### src/rtl/mgt_port_pkg.sv
// Port-level constants for the Aurora serial port control plane.
// Status bit positions describe the MAC status word read back at MAC_CTRL_STATUS.
// Only the Aurora protocol code is used by the design.
`default_nettype none

package mgt_port_pkg;

  //--------------------------------------------------
  // Port identification
  //--------------------------------------------------
  // Protocol codes as reported in port information
  typedef enum logic [7:0] {
    PROTO_DISABLED = 8'd0,
    PROTO_1GBE     = 8'd1,
    PROTO_10GBE    = 8'd2,
    PROTO_AURORA   = 8'd3
  } protocol_e;

  localparam logic [7:0] COMPAT_NUM = 8'd2;  // Bumped on register map changes

  //--------------------------------------------------
  // MAC status word layout
  //--------------------------------------------------
  localparam int MAC_ST_CHANNEL_UP = 0;
  localparam int MAC_ST_HARD_ERR   = 1;
  localparam int MAC_ST_SOFT_ERR   = 2;
  localparam int MAC_ST_LOCKED     = 3;   // BIST checker lock, not synchronized

  // Lock latency field, upper counter bits only
  localparam int MAC_ST_LAT_LO     = 4;
  localparam int MAC_ST_LAT_HI     = 19;

  localparam int MAC_ST_PRESENT    = 24;  // Always set, marks a live MAC
  localparam int MAC_ST_CRIT_ERR   = 25;  // Sticky until MAC clear

  //--------------------------------------------------
  // Lock latency counter
  //--------------------------------------------------
  localparam int LAT_WIDTH = 20;  // Wraps at this width
  localparam int LAT_DROP  = 4;   // Low bits hidden from the status word

endpackage

`default_nettype wire

### src/rtl/mgt_reg_pkg.sv
// Register map of the port control plane.
// Offsets are bytes from the register base; the base comes from the top level.
// BIST counters are wider than the bus and are read back as one 32-bit slice each.
`default_nettype none

package mgt_reg_pkg;

  //--------------------------------------------------
  // Bus geometry
  //--------------------------------------------------
  localparam int REG_DWIDTH = 32;
  localparam int REG_AWIDTH = 14;

  //--------------------------------------------------
  // Counter widths and scaling
  //--------------------------------------------------
  localparam int BIST_CNT_WIDTH = 48;
  localparam int SAMPS_SHIFT    = 16;  // Sample count is scaled by 2^16 on readback

  //--------------------------------------------------
  // Register offsets
  //--------------------------------------------------
  typedef enum logic [REG_AWIDTH-1:0] {
    PORT_INFO       = 14'h00,
    MAC_CTRL_STATUS = 14'h04,  // Write control, read status
    PHY_CTRL_STATUS = 14'h08,  // Read only here
    LED_CTL         = 14'h0C,
    // Aurora counters
    OVERRUNS        = 14'h20,
    CHECKSUM_ERRORS = 14'h24,
    BIST_SAMPS      = 14'h28,
    BIST_ERRORS     = 14'h2C
  } reg_off_e;

endpackage

`default_nettype wire

### src/rtl/mgt_status_sync.sv
// Brings the four raw PHY status bits into bus_clk.
// Each bit is synchronized on its own; bits that change together may land
// one cycle apart. SYNC_STAGES must be at least 2.
`timescale 1ns/1ps
`default_nettype none

module mgt_status_sync #(
  parameter int SYNC_STAGES = 2
) (
  input  logic       bus_clk,
  input  logic       bus_rst,
  input  logic [3:0] status_raw_i,   // {crit_err, soft_err, hard_err, channel_up}
  output logic [3:0] status_sync_o
);

  //--------------------------------------------------
  // Flop chain
  //--------------------------------------------------
  logic [3:0] stage [SYNC_STAGES];

  always_ff @(posedge bus_clk) begin
    if (bus_rst) begin
      for (int i = 0; i < SYNC_STAGES; i++) begin
        stage[i] <= '0;
      end
    end else begin
      stage[0] <= status_raw_i;  // First stage may go metastable
      for (int i = 1; i < SYNC_STAGES; i++) begin
        stage[i] <= stage[i-1];
      end
    end
  end

  assign status_sync_o = stage[SYNC_STAGES-1];

endmodule

`default_nettype wire

### src/rtl/link_health_monitor.sv
// Tracks BIST lock latency and latches MAC critical errors.
// status_sync_i must already be in bus_clk; the checker lock bit is used as is.
// Status words are combinational from registered state.
`timescale 1ns/1ps
`default_nettype none

module link_health_monitor (
  input  logic        bus_clk,
  input  logic        bus_rst,
  input  logic [3:0]  status_sync_i,   // {crit_err, soft_err, hard_err, channel_up}
  input  logic        bist_checker_locked_i,
  input  logic        bist_checker_en_i,
  input  logic        mac_clear_i,
  output logic [31:0] mac_status_o,
  output logic [31:0] phy_status_o
);

  logic                             channel_up;
  logic                             hard_err;
  logic                             soft_err;
  logic                             crit_err;
  logic [mgt_port_pkg::LAT_WIDTH-1:0] lock_lat;
  logic                             crit_latch;

  assign channel_up = status_sync_i[0];
  assign hard_err   = status_sync_i[1];
  assign soft_err   = status_sync_i[2];
  assign crit_err   = status_sync_i[3];

  //--------------------------------------------------
  // Lock latency and error latch
  //--------------------------------------------------
  always_ff @(posedge bus_clk) begin
    if (bus_rst) begin
      lock_lat <= '0;
    end else if (!bist_checker_locked_i) begin
      if (bist_checker_en_i)
        lock_lat <= lock_lat + 1'b1;  // Wraps, no saturation
      else
        lock_lat <= '0;
    end
  end

  always_ff @(posedge bus_clk) begin
    if (bus_rst || mac_clear_i) begin
      crit_latch <= 1'b0;  // Clear wins over a new error
    end else if (crit_err) begin
      crit_latch <= 1'b1;
    end
  end

  //--------------------------------------------------
  // Status word assembly
  //--------------------------------------------------
  always_comb begin
    mac_status_o = '0;
    mac_status_o[mgt_port_pkg::MAC_ST_CHANNEL_UP] = channel_up;
    mac_status_o[mgt_port_pkg::MAC_ST_HARD_ERR]   = hard_err;
    mac_status_o[mgt_port_pkg::MAC_ST_SOFT_ERR]   = soft_err;
    mac_status_o[mgt_port_pkg::MAC_ST_LOCKED]     = bist_checker_locked_i;
    mac_status_o[mgt_port_pkg::MAC_ST_LAT_HI:mgt_port_pkg::MAC_ST_LAT_LO] =
      lock_lat[mgt_port_pkg::LAT_WIDTH-1:mgt_port_pkg::LAT_DROP];
    mac_status_o[mgt_port_pkg::MAC_ST_PRESENT]    = 1'b1;
    mac_status_o[mgt_port_pkg::MAC_ST_CRIT_ERR]   = crit_latch;
  end

  assign phy_status_o = {30'd0, hard_err, channel_up};

endmodule

`default_nettype wire

### src/rtl/mgt_regport.sv
// Register block of the port: write decode, control registers, read mux.
// A read of an unknown address gets no response at all, and the master must
// not issue a read in the cycle a response appears. Writes are not acknowledged.
`timescale 1ns/1ps
`default_nettype none

module mgt_regport #(
  parameter logic [mgt_reg_pkg::REG_AWIDTH-1:0] REG_BASE = '0,
  parameter logic [7:0]                         PORTNUM  = 8'd0
) (
  input  logic                                   bus_clk,
  input  logic                                   bus_rst,
  // Register port
  input  logic                                   reg_wr_req_i,
  input  logic [mgt_reg_pkg::REG_AWIDTH-1:0]     reg_wr_addr_i,
  input  logic [mgt_reg_pkg::REG_DWIDTH-1:0]     reg_wr_data_i,
  input  logic                                   reg_rd_req_i,
  input  logic [mgt_reg_pkg::REG_AWIDTH-1:0]     reg_rd_addr_i,
  output logic                                   reg_rd_resp_o,
  output logic [mgt_reg_pkg::REG_DWIDTH-1:0]     reg_rd_data_o,
  // Readback sources
  input  logic [31:0]                            mac_status_i,
  input  logic [31:0]                            phy_status_i,
  input  logic                                   link_up_i,
  input  logic                                   activity_i,
  input  logic [31:0]                            overruns_i,
  input  logic [31:0]                            checksum_errors_i,
  input  logic [mgt_reg_pkg::BIST_CNT_WIDTH-1:0] bist_samps_i,
  input  logic [mgt_reg_pkg::BIST_CNT_WIDTH-1:0] bist_errors_i,
  // Controls
  output logic [31:0]                            mac_ctrl_o,
  output logic                                   identify_en_o,
  output logic                                   identify_val_o
);

  logic [mgt_reg_pkg::REG_AWIDTH-1:0] wr_off;
  logic [mgt_reg_pkg::REG_AWIDTH-1:0] rd_off;
  logic [31:0]                        mac_ctrl;
  logic [1:0]                         led_ctl;   // {identify value, identify enable}
  logic [31:0]                        port_info;
  logic [mgt_reg_pkg::REG_DWIDTH-1:0] rd_mux;
  logic                               rd_hit;

  // Offsets relative to the base, compared against the register map
  assign wr_off = reg_wr_addr_i - REG_BASE;
  assign rd_off = reg_rd_addr_i - REG_BASE;

  //--------------------------------------------------
  // Writable registers
  //--------------------------------------------------
  always_ff @(posedge bus_clk) begin
    if (bus_rst) begin
      mac_ctrl <= '0;
      led_ctl  <= '0;
    end else if (reg_wr_req_i) begin
      case (wr_off)
        mgt_reg_pkg::MAC_CTRL_STATUS: mac_ctrl <= reg_wr_data_i;
        mgt_reg_pkg::LED_CTL:         led_ctl  <= reg_wr_data_i[1:0];
        default: ;  // PHY control and read-only offsets drop the write
      endcase
    end
  end

  assign mac_ctrl_o     = mac_ctrl;
  assign identify_en_o  = led_ctl[0];
  assign identify_val_o = led_ctl[1];

  //--------------------------------------------------
  // Readback
  //--------------------------------------------------
  assign port_info = {mgt_port_pkg::COMPAT_NUM, 6'h0, activity_i, link_up_i,
                      mgt_port_pkg::PROTO_AURORA, PORTNUM};

  always_comb begin
    rd_hit = 1'b1;
    rd_mux = '0;
    case (rd_off)
      mgt_reg_pkg::PORT_INFO:       rd_mux = port_info;
      mgt_reg_pkg::MAC_CTRL_STATUS: rd_mux = mac_status_i;   // Status, not the control value
      mgt_reg_pkg::PHY_CTRL_STATUS: rd_mux = phy_status_i;
      mgt_reg_pkg::LED_CTL:         rd_mux = {30'd0, led_ctl};
      mgt_reg_pkg::OVERRUNS:        rd_mux = overruns_i;
      mgt_reg_pkg::CHECKSUM_ERRORS: rd_mux = checksum_errors_i;
      mgt_reg_pkg::BIST_SAMPS:
        rd_mux = bist_samps_i[mgt_reg_pkg::SAMPS_SHIFT +: mgt_reg_pkg::REG_DWIDTH];
      mgt_reg_pkg::BIST_ERRORS:
        rd_mux = bist_errors_i[mgt_reg_pkg::REG_DWIDTH-1:0];  // Unscaled
      default:                      rd_hit = 1'b0;
    endcase
  end

  always_ff @(posedge bus_clk) begin
    if (bus_rst)
      reg_rd_resp_o <= 1'b0;
    else
      reg_rd_resp_o <= reg_rd_req_i && rd_hit;  // One cycle per request
  end

  always_ff @(posedge bus_clk) begin
    if (reg_rd_req_i)
      reg_rd_data_o <= rd_mux;
  end

endmodule

`default_nettype wire

### src/rtl/activity_led.sv
// Activity LED driver: stretches stream handshakes into a visible pulse.
// The stretcher is held off while the link is down; the identify override
// still applies then. Output lags the stretcher by one register.
`timescale 1ns/1ps
`default_nettype none

module activity_led #(
  parameter int STRETCH_CYCLES = 16
) (
  input  logic bus_clk,
  input  logic bus_rst,
  input  logic link_up_i,
  input  logic tx_valid_i,
  input  logic tx_ready_i,
  input  logic rx_valid_i,
  input  logic rx_ready_i,
  input  logic identify_en_i,
  input  logic identify_val_i,
  output logic activity_o
);

  localparam int CNT_W = $clog2(STRETCH_CYCLES + 1);

  typedef enum logic {IDLE, STRETCH} state_e;

  state_e           state;
  logic [CNT_W-1:0] hold_cnt;
  logic             beat;
  logic             stretched;

  assign beat = (tx_valid_i && tx_ready_i) || (rx_valid_i && rx_ready_i);

  //--------------------------------------------------
  // Pulse stretcher
  //--------------------------------------------------
  always_ff @(posedge bus_clk) begin
    if (bus_rst || !link_up_i) begin
      state    <= IDLE;
      hold_cnt <= '0;
    end else if (beat) begin
      state    <= STRETCH;                     // Any beat restarts the hold
      hold_cnt <= CNT_W'(STRETCH_CYCLES - 1);
    end else if (state == STRETCH) begin
      if (hold_cnt == '0)
        state <= IDLE;
      else
        hold_cnt <= hold_cnt - 1'b1;
    end
  end

  assign stretched = (state == STRETCH);

  // Identify override
  always_ff @(posedge bus_clk) begin
    if (bus_rst)
      activity_o <= 1'b0;
    else
      activity_o <= identify_en_i ? identify_val_i : stretched;
  end

endmodule

`default_nettype wire

### src/rtl/mgt_ctrl_core.sv
// Bus-clock control plane of one Aurora port. PHY and MAC cores live outside;
// their raw status bits may come from another clock, all other inputs are in bus_clk.
// SYNC_STAGES must be at least 2.
`timescale 1ns/1ps
`default_nettype none

module mgt_ctrl_core #(
  parameter logic [mgt_reg_pkg::REG_AWIDTH-1:0] REG_BASE       = '0,
  parameter logic [7:0]                         PORTNUM        = 8'd0,
  parameter int                                 SYNC_STAGES    = 2,
  parameter int                                 STRETCH_CYCLES = 16
) (
  input  logic                                   bus_clk,
  input  logic                                   bus_rst,
  // Raw PHY and MAC status
  input  logic                                   channel_up_i,
  input  logic                                   hard_err_i,
  input  logic                                   soft_err_i,
  input  logic                                   mac_crit_err_i,
  input  logic                                   bist_checker_locked_i,
  // MAC counters
  input  logic [31:0]                            overruns_i,
  input  logic [31:0]                            checksum_errors_i,
  input  logic [mgt_reg_pkg::BIST_CNT_WIDTH-1:0] bist_samps_i,
  input  logic [mgt_reg_pkg::BIST_CNT_WIDTH-1:0] bist_errors_i,
  // Stream handshakes
  input  logic                                   tx_valid_i,
  input  logic                                   tx_ready_i,
  input  logic                                   rx_valid_i,
  input  logic                                   rx_ready_i,
  // Register port
  input  logic                                   reg_wr_req_i,
  input  logic [mgt_reg_pkg::REG_AWIDTH-1:0]     reg_wr_addr_i,
  input  logic [mgt_reg_pkg::REG_DWIDTH-1:0]     reg_wr_data_i,
  input  logic                                   reg_rd_req_i,
  input  logic [mgt_reg_pkg::REG_AWIDTH-1:0]     reg_rd_addr_i,
  output logic                                   reg_rd_resp_o,
  output logic [mgt_reg_pkg::REG_DWIDTH-1:0]     reg_rd_data_o,
  // Status and controls
  output logic                                   link_up_o,
  output logic                                   activity_o,
  output logic                                   bist_checker_en_o,
  output logic                                   bist_gen_en_o,
  output logic                                   bist_loopback_en_o,
  output logic [5:0]                             bist_gen_rate_o,
  output logic                                   phy_areset_o,
  output logic                                   mac_clear_o
);

  logic [3:0]  status_sync;
  logic [31:0] mac_status;
  logic [31:0] phy_status;
  logic [31:0] mac_ctrl;
  logic        identify_en;
  logic        identify_val;

  //--------------------------------------------------
  // Input side
  //--------------------------------------------------
  mgt_status_sync #(.SYNC_STAGES(SYNC_STAGES)) u_status_sync (
    .bus_clk       (bus_clk),
    .bus_rst       (bus_rst),
    .status_raw_i  ({mac_crit_err_i, soft_err_i, hard_err_i, channel_up_i}),
    .status_sync_o (status_sync)
  );

  assign link_up_o = status_sync[0];

  //--------------------------------------------------
  // Processing
  //--------------------------------------------------
  link_health_monitor u_health (
    .bus_clk               (bus_clk),
    .bus_rst               (bus_rst),
    .status_sync_i         (status_sync),
    .bist_checker_locked_i (bist_checker_locked_i),
    .bist_checker_en_i     (bist_checker_en_o),
    .mac_clear_i           (mac_clear_o),
    .mac_status_o          (mac_status),
    .phy_status_o          (phy_status)
  );

  mgt_regport #(.REG_BASE(REG_BASE), .PORTNUM(PORTNUM)) u_regport (
    .bus_clk           (bus_clk),
    .bus_rst           (bus_rst),
    .reg_wr_req_i      (reg_wr_req_i),
    .reg_wr_addr_i     (reg_wr_addr_i),
    .reg_wr_data_i     (reg_wr_data_i),
    .reg_rd_req_i      (reg_rd_req_i),
    .reg_rd_addr_i     (reg_rd_addr_i),
    .reg_rd_resp_o     (reg_rd_resp_o),
    .reg_rd_data_o     (reg_rd_data_o),
    .mac_status_i      (mac_status),
    .phy_status_i      (phy_status),
    .link_up_i         (link_up_o),
    .activity_i        (activity_o),
    .overruns_i        (overruns_i),
    .checksum_errors_i (checksum_errors_i),
    .bist_samps_i      (bist_samps_i),
    .bist_errors_i     (bist_errors_i),
    .mac_ctrl_o        (mac_ctrl),
    .identify_en_o     (identify_en),
    .identify_val_o    (identify_val)
  );

  // MAC control register fields
  assign bist_checker_en_o  = mac_ctrl[0];
  assign bist_gen_en_o      = mac_ctrl[1];
  assign bist_loopback_en_o = mac_ctrl[2];
  assign bist_gen_rate_o    = mac_ctrl[8:3];
  assign phy_areset_o       = mac_ctrl[9];
  assign mac_clear_o        = mac_ctrl[10];

  //--------------------------------------------------
  // Output side
  //--------------------------------------------------
  activity_led #(.STRETCH_CYCLES(STRETCH_CYCLES)) u_activity_led (
    .bus_clk        (bus_clk),
    .bus_rst        (bus_rst),
    .link_up_i      (link_up_o),
    .tx_valid_i     (tx_valid_i),
    .tx_ready_i     (tx_ready_i),
    .rx_valid_i     (rx_valid_i),
    .rx_ready_i     (rx_ready_i),
    .identify_en_i  (identify_en),
    .identify_val_i (identify_val),
    .activity_o     (activity_o)
  );

endmodule

`default_nettype wire

### config.mk
export PLATFORM = sky130hd
export DESIGN_NAME = mgt_ctrl_core
export DESIGN_NICKNAME = d
export VERILOG_FILES = /design/src/rtl/mgt_port_pkg.sv /design/src/rtl/mgt_reg_pkg.sv /design/src/rtl/mgt_status_sync.sv /design/src/rtl/link_health_monitor.sv /design/src/rtl/mgt_regport.sv /design/src/rtl/activity_led.sv /design/src/rtl/mgt_ctrl_core.sv
export SDC_FILE = /design/constraint.sdc
export NUM_CORES = 1
export LEC_CHECK = 0
export ABC_AREA = 1
export BUFFER_PORTS_ARGS = -buffer_cell sky130_fd_sc_hd__buf_2
export CAP_MARGIN = 25
export CORE_AREA = 2 2 109 111
export CTS_BUF_LIST = sky130_fd_sc_hd__clkbuf_4 sky130_fd_sc_hd__clkbuf_8
export DETAILED_ROUTE_END_ITERATION = 7
export DIE_AREA = 0 0 111 113
export HOLD_SLACK_MARGIN = 0.12
export PLACE_DENSITY = 0.89
export SYNTH_ARGS = -nofsm -noshare
export SYNTH_HDL_FRONTEND = slang
export SYNTH_SLANG_ARGS = --single-unit
### constraint.sdc
create_clock -name bus_clk -period 2.1 [get_ports bus_clk]
set_input_delay 0.105 -clock bus_clk [delete_from_list [all_inputs] [get_ports bus_clk]]
set_output_delay 0.105 -clock bus_clk [all_outputs]
set_load 0.005 [all_outputs]
; ---- Word level (Yosys, flattened, before mapping)
; Memories as Yosys holds them, arrays and structs flattened.
; Cells that the tools add are included.
[op_classes]
n_addsub = 2
n_eq_ne = 10
n_mux = 15
bitwise_logic = 3
n_reduce_logical = 16
[op_table]
columns = op, count
row1 = $pmux 32 s8, 1
row2 = $eq 14x6->1 const B, 4
row3 = $eq 14x4->1 const B, 3
row4 = $eq 14x3->1 const B, 2
row5 = $add 20x1->20 const B, 1
row6 = $mux 20, 1
row7 = $mux 4, 5
row8 = $logic_not 14->1, 1
row9 = $mux 1, 8
row10 = $reduce_and 2->1, 4
row11 = $reduce_or 8->1, 1
row12 = $logic_not 5->1, 1
row13 = $sub 5x1->5 const B, 1
row14 = $logic_and 1x1->1, 3
row15 = $logic_or 1x1->1, 3
row16 = $ne 2x1->1 const B, 1
row17 = $or 1x1->1, 2
row18 = $reduce_bool 2->1, 1
row19 = $reduce_or 2->1, 1
row20 = $logic_not 1->1, 1
row21 = $not 1->1, 1
[word_totals]
regBits = 74
ram_bits = 8
in_bits = 233
output_inout_bits = 46
word_cells = 57
memories = 1
[mem_list]
columns = memory, depth, width, read_ports, rd_ports_with_merged_regs, wr, line
row1 = u_status_sync.stage, 2, 4, 2, 0, 2, mgt_status_sync.sv:19  ; logic [3:0] stage [SYNC_STAGES];

; ---- Depth between registers and ports, before layout
[depth]
word_depth = 4
depth_mapped = 11
depth_no_buf = 10

; ---- Modules after synthesis
; From an unflattened synthesis, not the netlist that was laid out.
[hier_totals]
hier_cells = 1025
hier_area_um2 = 6780.3
[modules_own_cells]
columns = mod, n_inst, cells_per_inst, area_each_um2, seq_area_each_um2
row1 = mgt_regport, 1, 703, 4508.1, 1661.6
row2 = link_health_monitor, 1, 234, 1592.8, 420.4
row3 = activity_led, 1, 59, 417.9, 140.1
row4 = mgt_status_sync, 1, 29, 261.5, 160.2

; ---- Least setup slack after synthesis
; No wires, ideal clock.
[synth_timing]
kind = flip-flop to flip-flop
from = reg u_health.lock_lat[0] (netlist name)
to = reg u_health.lock_lat[11] (netlist name)
setup_ps = 113
arrival_time_ps = 1094
required_ps = 1987
slack_ps = 894
path_stages_with_launch = 8
path_buffers = 0
period_less_slack_ps = 1206
cell_sequence = dfxtp_1 -> inv_1 -> nor3_2 -> nand2_1 -> nor2_4 -> nand2_1 -> nor2_1 -> nor2_1
[synth_between]
elab_chain_cells = 2
[synth_rtl]
columns = element, line
row1 = "start, declared", link_health_monitor.sv:22  ; logic [mgt_port_pkg::LAT_WIDTH-1:0] lock_lat;
row2 = "start signal, assigned", link_health_monitor.sv:38  ; lock_lat <= lock_lat + 1'b1;
row3 = $add 20x1->20, link_health_monitor.sv:38
row4 = $mux 20, link_health_monitor.sv:37  ; if (bist_checker_en_i)
; Every way passes these cells.
; A chain may end at the register's enable or synchronous reset.

; ---- Worst setup path after layout
[layout_timing]
from = in reg_rd_addr_i[5] (netlist name)
to = reg u_regport.reg_rd_data_o[4] (netlist name), data pin
[layout_between]
elab_chain_cells = 2
elab_cells_between_ends = 9
cone_classes = eq/ne: 7 / mux: 1 / reduce/logical: 1
[layout_rtl]
columns = element, line
row1 = "start, declared", mgt_ctrl_core.sv:36  ; input logic [mgt_reg_pkg::REG_AWIDTH-1:0] reg_rd_addr_i,
row2 = $eq 14x6->1 (tied with other cells), mgt_regport.sv:77  ; case (rd_off)
row3 = $pmux 32 s8 (*), mgt_regport.sv:77
row4 = "named net u_regport.rd_mux, one bit", mgt_regport.sv:41  ; logic [mgt_reg_pkg::REG_DWIDTH-1:0] rd_mux;
row5 = "end signal, assigned", mgt_regport.sv:101  ; reg_rd_data_o <= rd_mux;
row6 = "end, declared", mgt_regport.sv:20  ; output logic [mgt_reg_pkg::REG_DWIDTH-1:0] reg_rd_data_o,
; Mark *: on every way through the listed nets, which the timed path passes. The rest lies on a longest branch.

==> out/qor.yml <==
worst_setup_path:
  ff2ff_path_depth: 5
  path_max_fanout: 24
  rr_endpoint: "u_regport.reg_rd_data_o[5]"
  cp-end-kind: "register"
  cp.required_ps: 2230
  arrival_ps: 2090
  r2r-start: "u_health.lock_lat[5]"
  cp-start-kind: "input port"
  critPathKind: "input port to register"
  r2r_setup_slack_ps: 440
placed_design:
  pre_cts_ws_ps: 351.2
  gp_congestion: 0.9642
  dp_hpwl_um: 11420
  io_buffers: 225
  place_area_mm2: 0.006012
run_status:
  status: "finished, final reports clean"
global_route:
  met2_usage_pct: 48.59
  grt_max_degree: 34
  antenna_found_initial: 4
  use_met3_pct: 6.374
  grt_pass1_vias: 5892
  grtUsageMet1_pct: 30.41
  overflow: 0
  globalRouteTotalUtil_pct: 28.14
  gr-max-usage-layer: "met2"
  grt_pass1_wl_um: 28100
detailed_routing:
  routed_wirelength_um: 17840
  postRouteAntennaNets: 0
  dr_total_vias: 6050
  drcViolationCount: 0
  wire_per_inst_um: 14.92
  viasPerCell: 5.059
  first_pass_iters: 5
  drt_iter0_drc: 608
synth:
  synth-edff-count: 32
  yosys-top-cells-count: "230 x nand2_1, 135 x inv_1, 111 x nor2_1"
  ys_ff_latch: 82
  syn_area_mm2: 0.004815
  synthesis.instances: 739
  synth_top_area_cell: "dfxtp_1"
  yosys-top-cells-area: "dfxtp_1 21%, edfxtp_1 20%, nand2_1 18%, inv_1 11%, nor2_1 8.7%"
  syn_avg_cell_area_um2: 6.515
  synth_fp_nets: 975
  netlist-cell-type-count: 30
  seq_area_frac_synth_pct: 40.75
  ys.flop_type: "dfxtp_1"
  yosysWarnings: 0
  synth_top_area_share_pct: 20.79
  yosysMostFrequentCell: "nand2_1"
  async_reset_ff_share_pct: 0
floorplanning:
  die_x_um: 111
  dieArea_mm2: 0.01254
  die_h_um: 113
  start_util_pct: 42.71
  fp-row-count: 39
  ioPinCount: 279
  core-area_mm2: 0.01127
sta:
  skew_ps: 11.47
  finalSetupViolations: 0
  tightest_slew_ps: 823.2
  max_freq_ghz: 0.5117
  rsz0062_at_grt: "false"
  timing.hold.ws_ps: 141.6
  hold_viol_final: 0
  fin_ws_ps: 145.7
  fin_crit_sh_pct: 93.06
  slew_headroom_pct: 45.12
  final.min_clock_period_ps: 1954
  finalSetupTns_ps: 0
  finalMaxSlewViolations: 0
power_and_ir_drop:
  power.density_cell_area_mw_per_mm2: 472.9
  max-vdd-ir-drop_mv: 0.3683
  cellLeakagePower_uw: 0.003711
finish:
  area_growth_pct: 47.14
  fill_cells: 923
  num-nets-final: 1282
  stdcell_area_mm2: 0.007084
  drive_gt1_share_pct: 25.50
clock_network:
  cts_tree: "yes"
  cts.reportedPaths.clkPinSlew_ps: 90
  cts_root_buf: "clkbuf_8"
  htree_levels: 3
  cts_buffer_depth: 2
  cts.sinks: 82
  insertion_delay_ps: 370
  numCtsBuffers: 9
worst_hold_path:
  min_to: "u_regport.reg_rd_data_o[10]"
  whs_path_depth: 5
  hp-class: "input port to register"
  hold_start: "bist_errors_i[10]"
run:
  max_cap_viol_count: 0
-- per-layer routing --
metal  vias to the layer above  part of all wire, %
met2                       387                   47
met5                         -                0.073
met4                         2                  6.7
li1                       2891                    -
met1                      2669                   36
met3                       101                  9.5
-- registers in the layout, summed over array words and instances (netlist names), 2 cells and up --
register	count
u_regport.reg_rd_data_o	32
u_health.lock_lat	20
u_regport.mac_ctrl_o	11
u_status_sync.stage	8
u_activity_led.hold_cnt	5
u_regport.led_ctl	2
-- how the worst max path moves through the flow --
| stage | from | to | slack, ps | cells past startpoint |
|---|---|---|---|---|
| 6_report | reg_rd_addr_i[5] | u_regport.reg_rd_data_o[4] | 150 | 12 |
| 5_1_grt | reg_rd_addr_i[9] | u_regport.reg_rd_data_o[4] | 30 | 11 |
| 4_1_cts | reg_rd_addr_i[9] | u_regport.reg_rd_data_o[17] | 210 | 11 |
| 3_5_place_dp | reg_rd_addr_i[9] | u_regport.reg_rd_data_o[9] | 350 | 10 |
| 3_3_place_gp | reg_rd_addr_i[13] | u_regport.reg_rd_data_o[25] | 380 | 10 |
| 2_1_floorplan | u_health.lock_lat[0] | u_health.lock_lat[11] | 890 | 7 |
-- worst max-delay path, stage by stage --
cell           delay [ps]
buf_2                 110
inv_1                  60
nor2_2                 40
nand2_2               100
nor2_2                 70
nand2_2               220
clkinv_2              380
nand2_1               220
nand2_1                90
dlygate4sd3_1         560
inv_1                  70
nand2_1                50
-- placed cells by master (no fill, tap or decap) --
| master | count |
|---|---|
| nand2_1 | 229 |
| buf_2 | 225 |
| inv_1 | 134 |
| nor2_1 | 111 |
| dlygate4sd3_1 | 86 |
| nand3_1 | 51 |
| dfxtp_1 | 50 |
| edfxtp_1 | 32 |
| o21ai_0 | 28 |
| nand4_1 | 26 |
| a21oi_1 | 18 |
| clkbuf_8 | 10 |
| nor3_1 | 8 |
| buf_4 | 5 |
| nor2_4 | 4 |
| nand2_2 | 4 |
| o21ai_1 | 4 |
| nor2_2 | 3 |
| clkinv_2 | 3 |
| inv_2 | 3 |
| ha_1 | 3 |
| diode_2 | 2 |
| inv_4 | 2 |
| nor3_2 | 2 |
| inv_6 | 2 |
| nand2_4 | 1 |
| a21oi_2 | 1 |
| and2_1 | 1 |
| nand3b_1 | 1 |
| xor2_1 | 1 |
| or2_2 | 1 |
| bufinv_16 | 1 |
| clkbuf_4 | 1 |
-- what timing repair did --
item | CTS | global route
hold buffers | 86 | 0
setup buffers | 0 | 0
hold endpoints to repair | 57 | 0
setup endpoints to repair | 0 | 2
resized for setup | 0 | 2
-- power breakdown --
part	internal, µW	switching, µW
registers	1690	16.9
clock network	603	617
logic	239	189
-- stage by stage --
step / util [%] / cells / total power (µW)
2_1_floorplan: - / 739 / 1828
3_3_place_gp: 53.34 / 1092 / 2054
4_1_cts: 62.78 / 1194 / 3353
6_report: 62.85 / 1196 / 3350
5_1_grt: 62.85 / 1196 / 3482
3_5_place_dp: 53.34 / 1092 / 2060
-- final cells by class --
type	instances	area [µm²]	area share (%)
Multi-Input combinational cell	497	2180	30.77
Timing Repair Buffer	316	2024	28.58
Sequential cell	82	1962	27.69
Inverter	140	530.5	7.489
Tap cell	143	178.9	2.526
Clock buffer	11	145.1	2.049
Clock inverter	5	58.81	0.8301
Antenna cell	2	5.005	0.07065
-- cell families after synthesis --
family	after synthesis	synth area share (%)
AOI/OAI and AO/OA	51	5.379
xor gates and xnor gates	1	0.1819
adders and majority gates	3	0.7797
buffers and inverters	160	14.03
DFF	82	40.75
and+or+nand+nor	442	38.88
(Power assumes the default switching activity.)
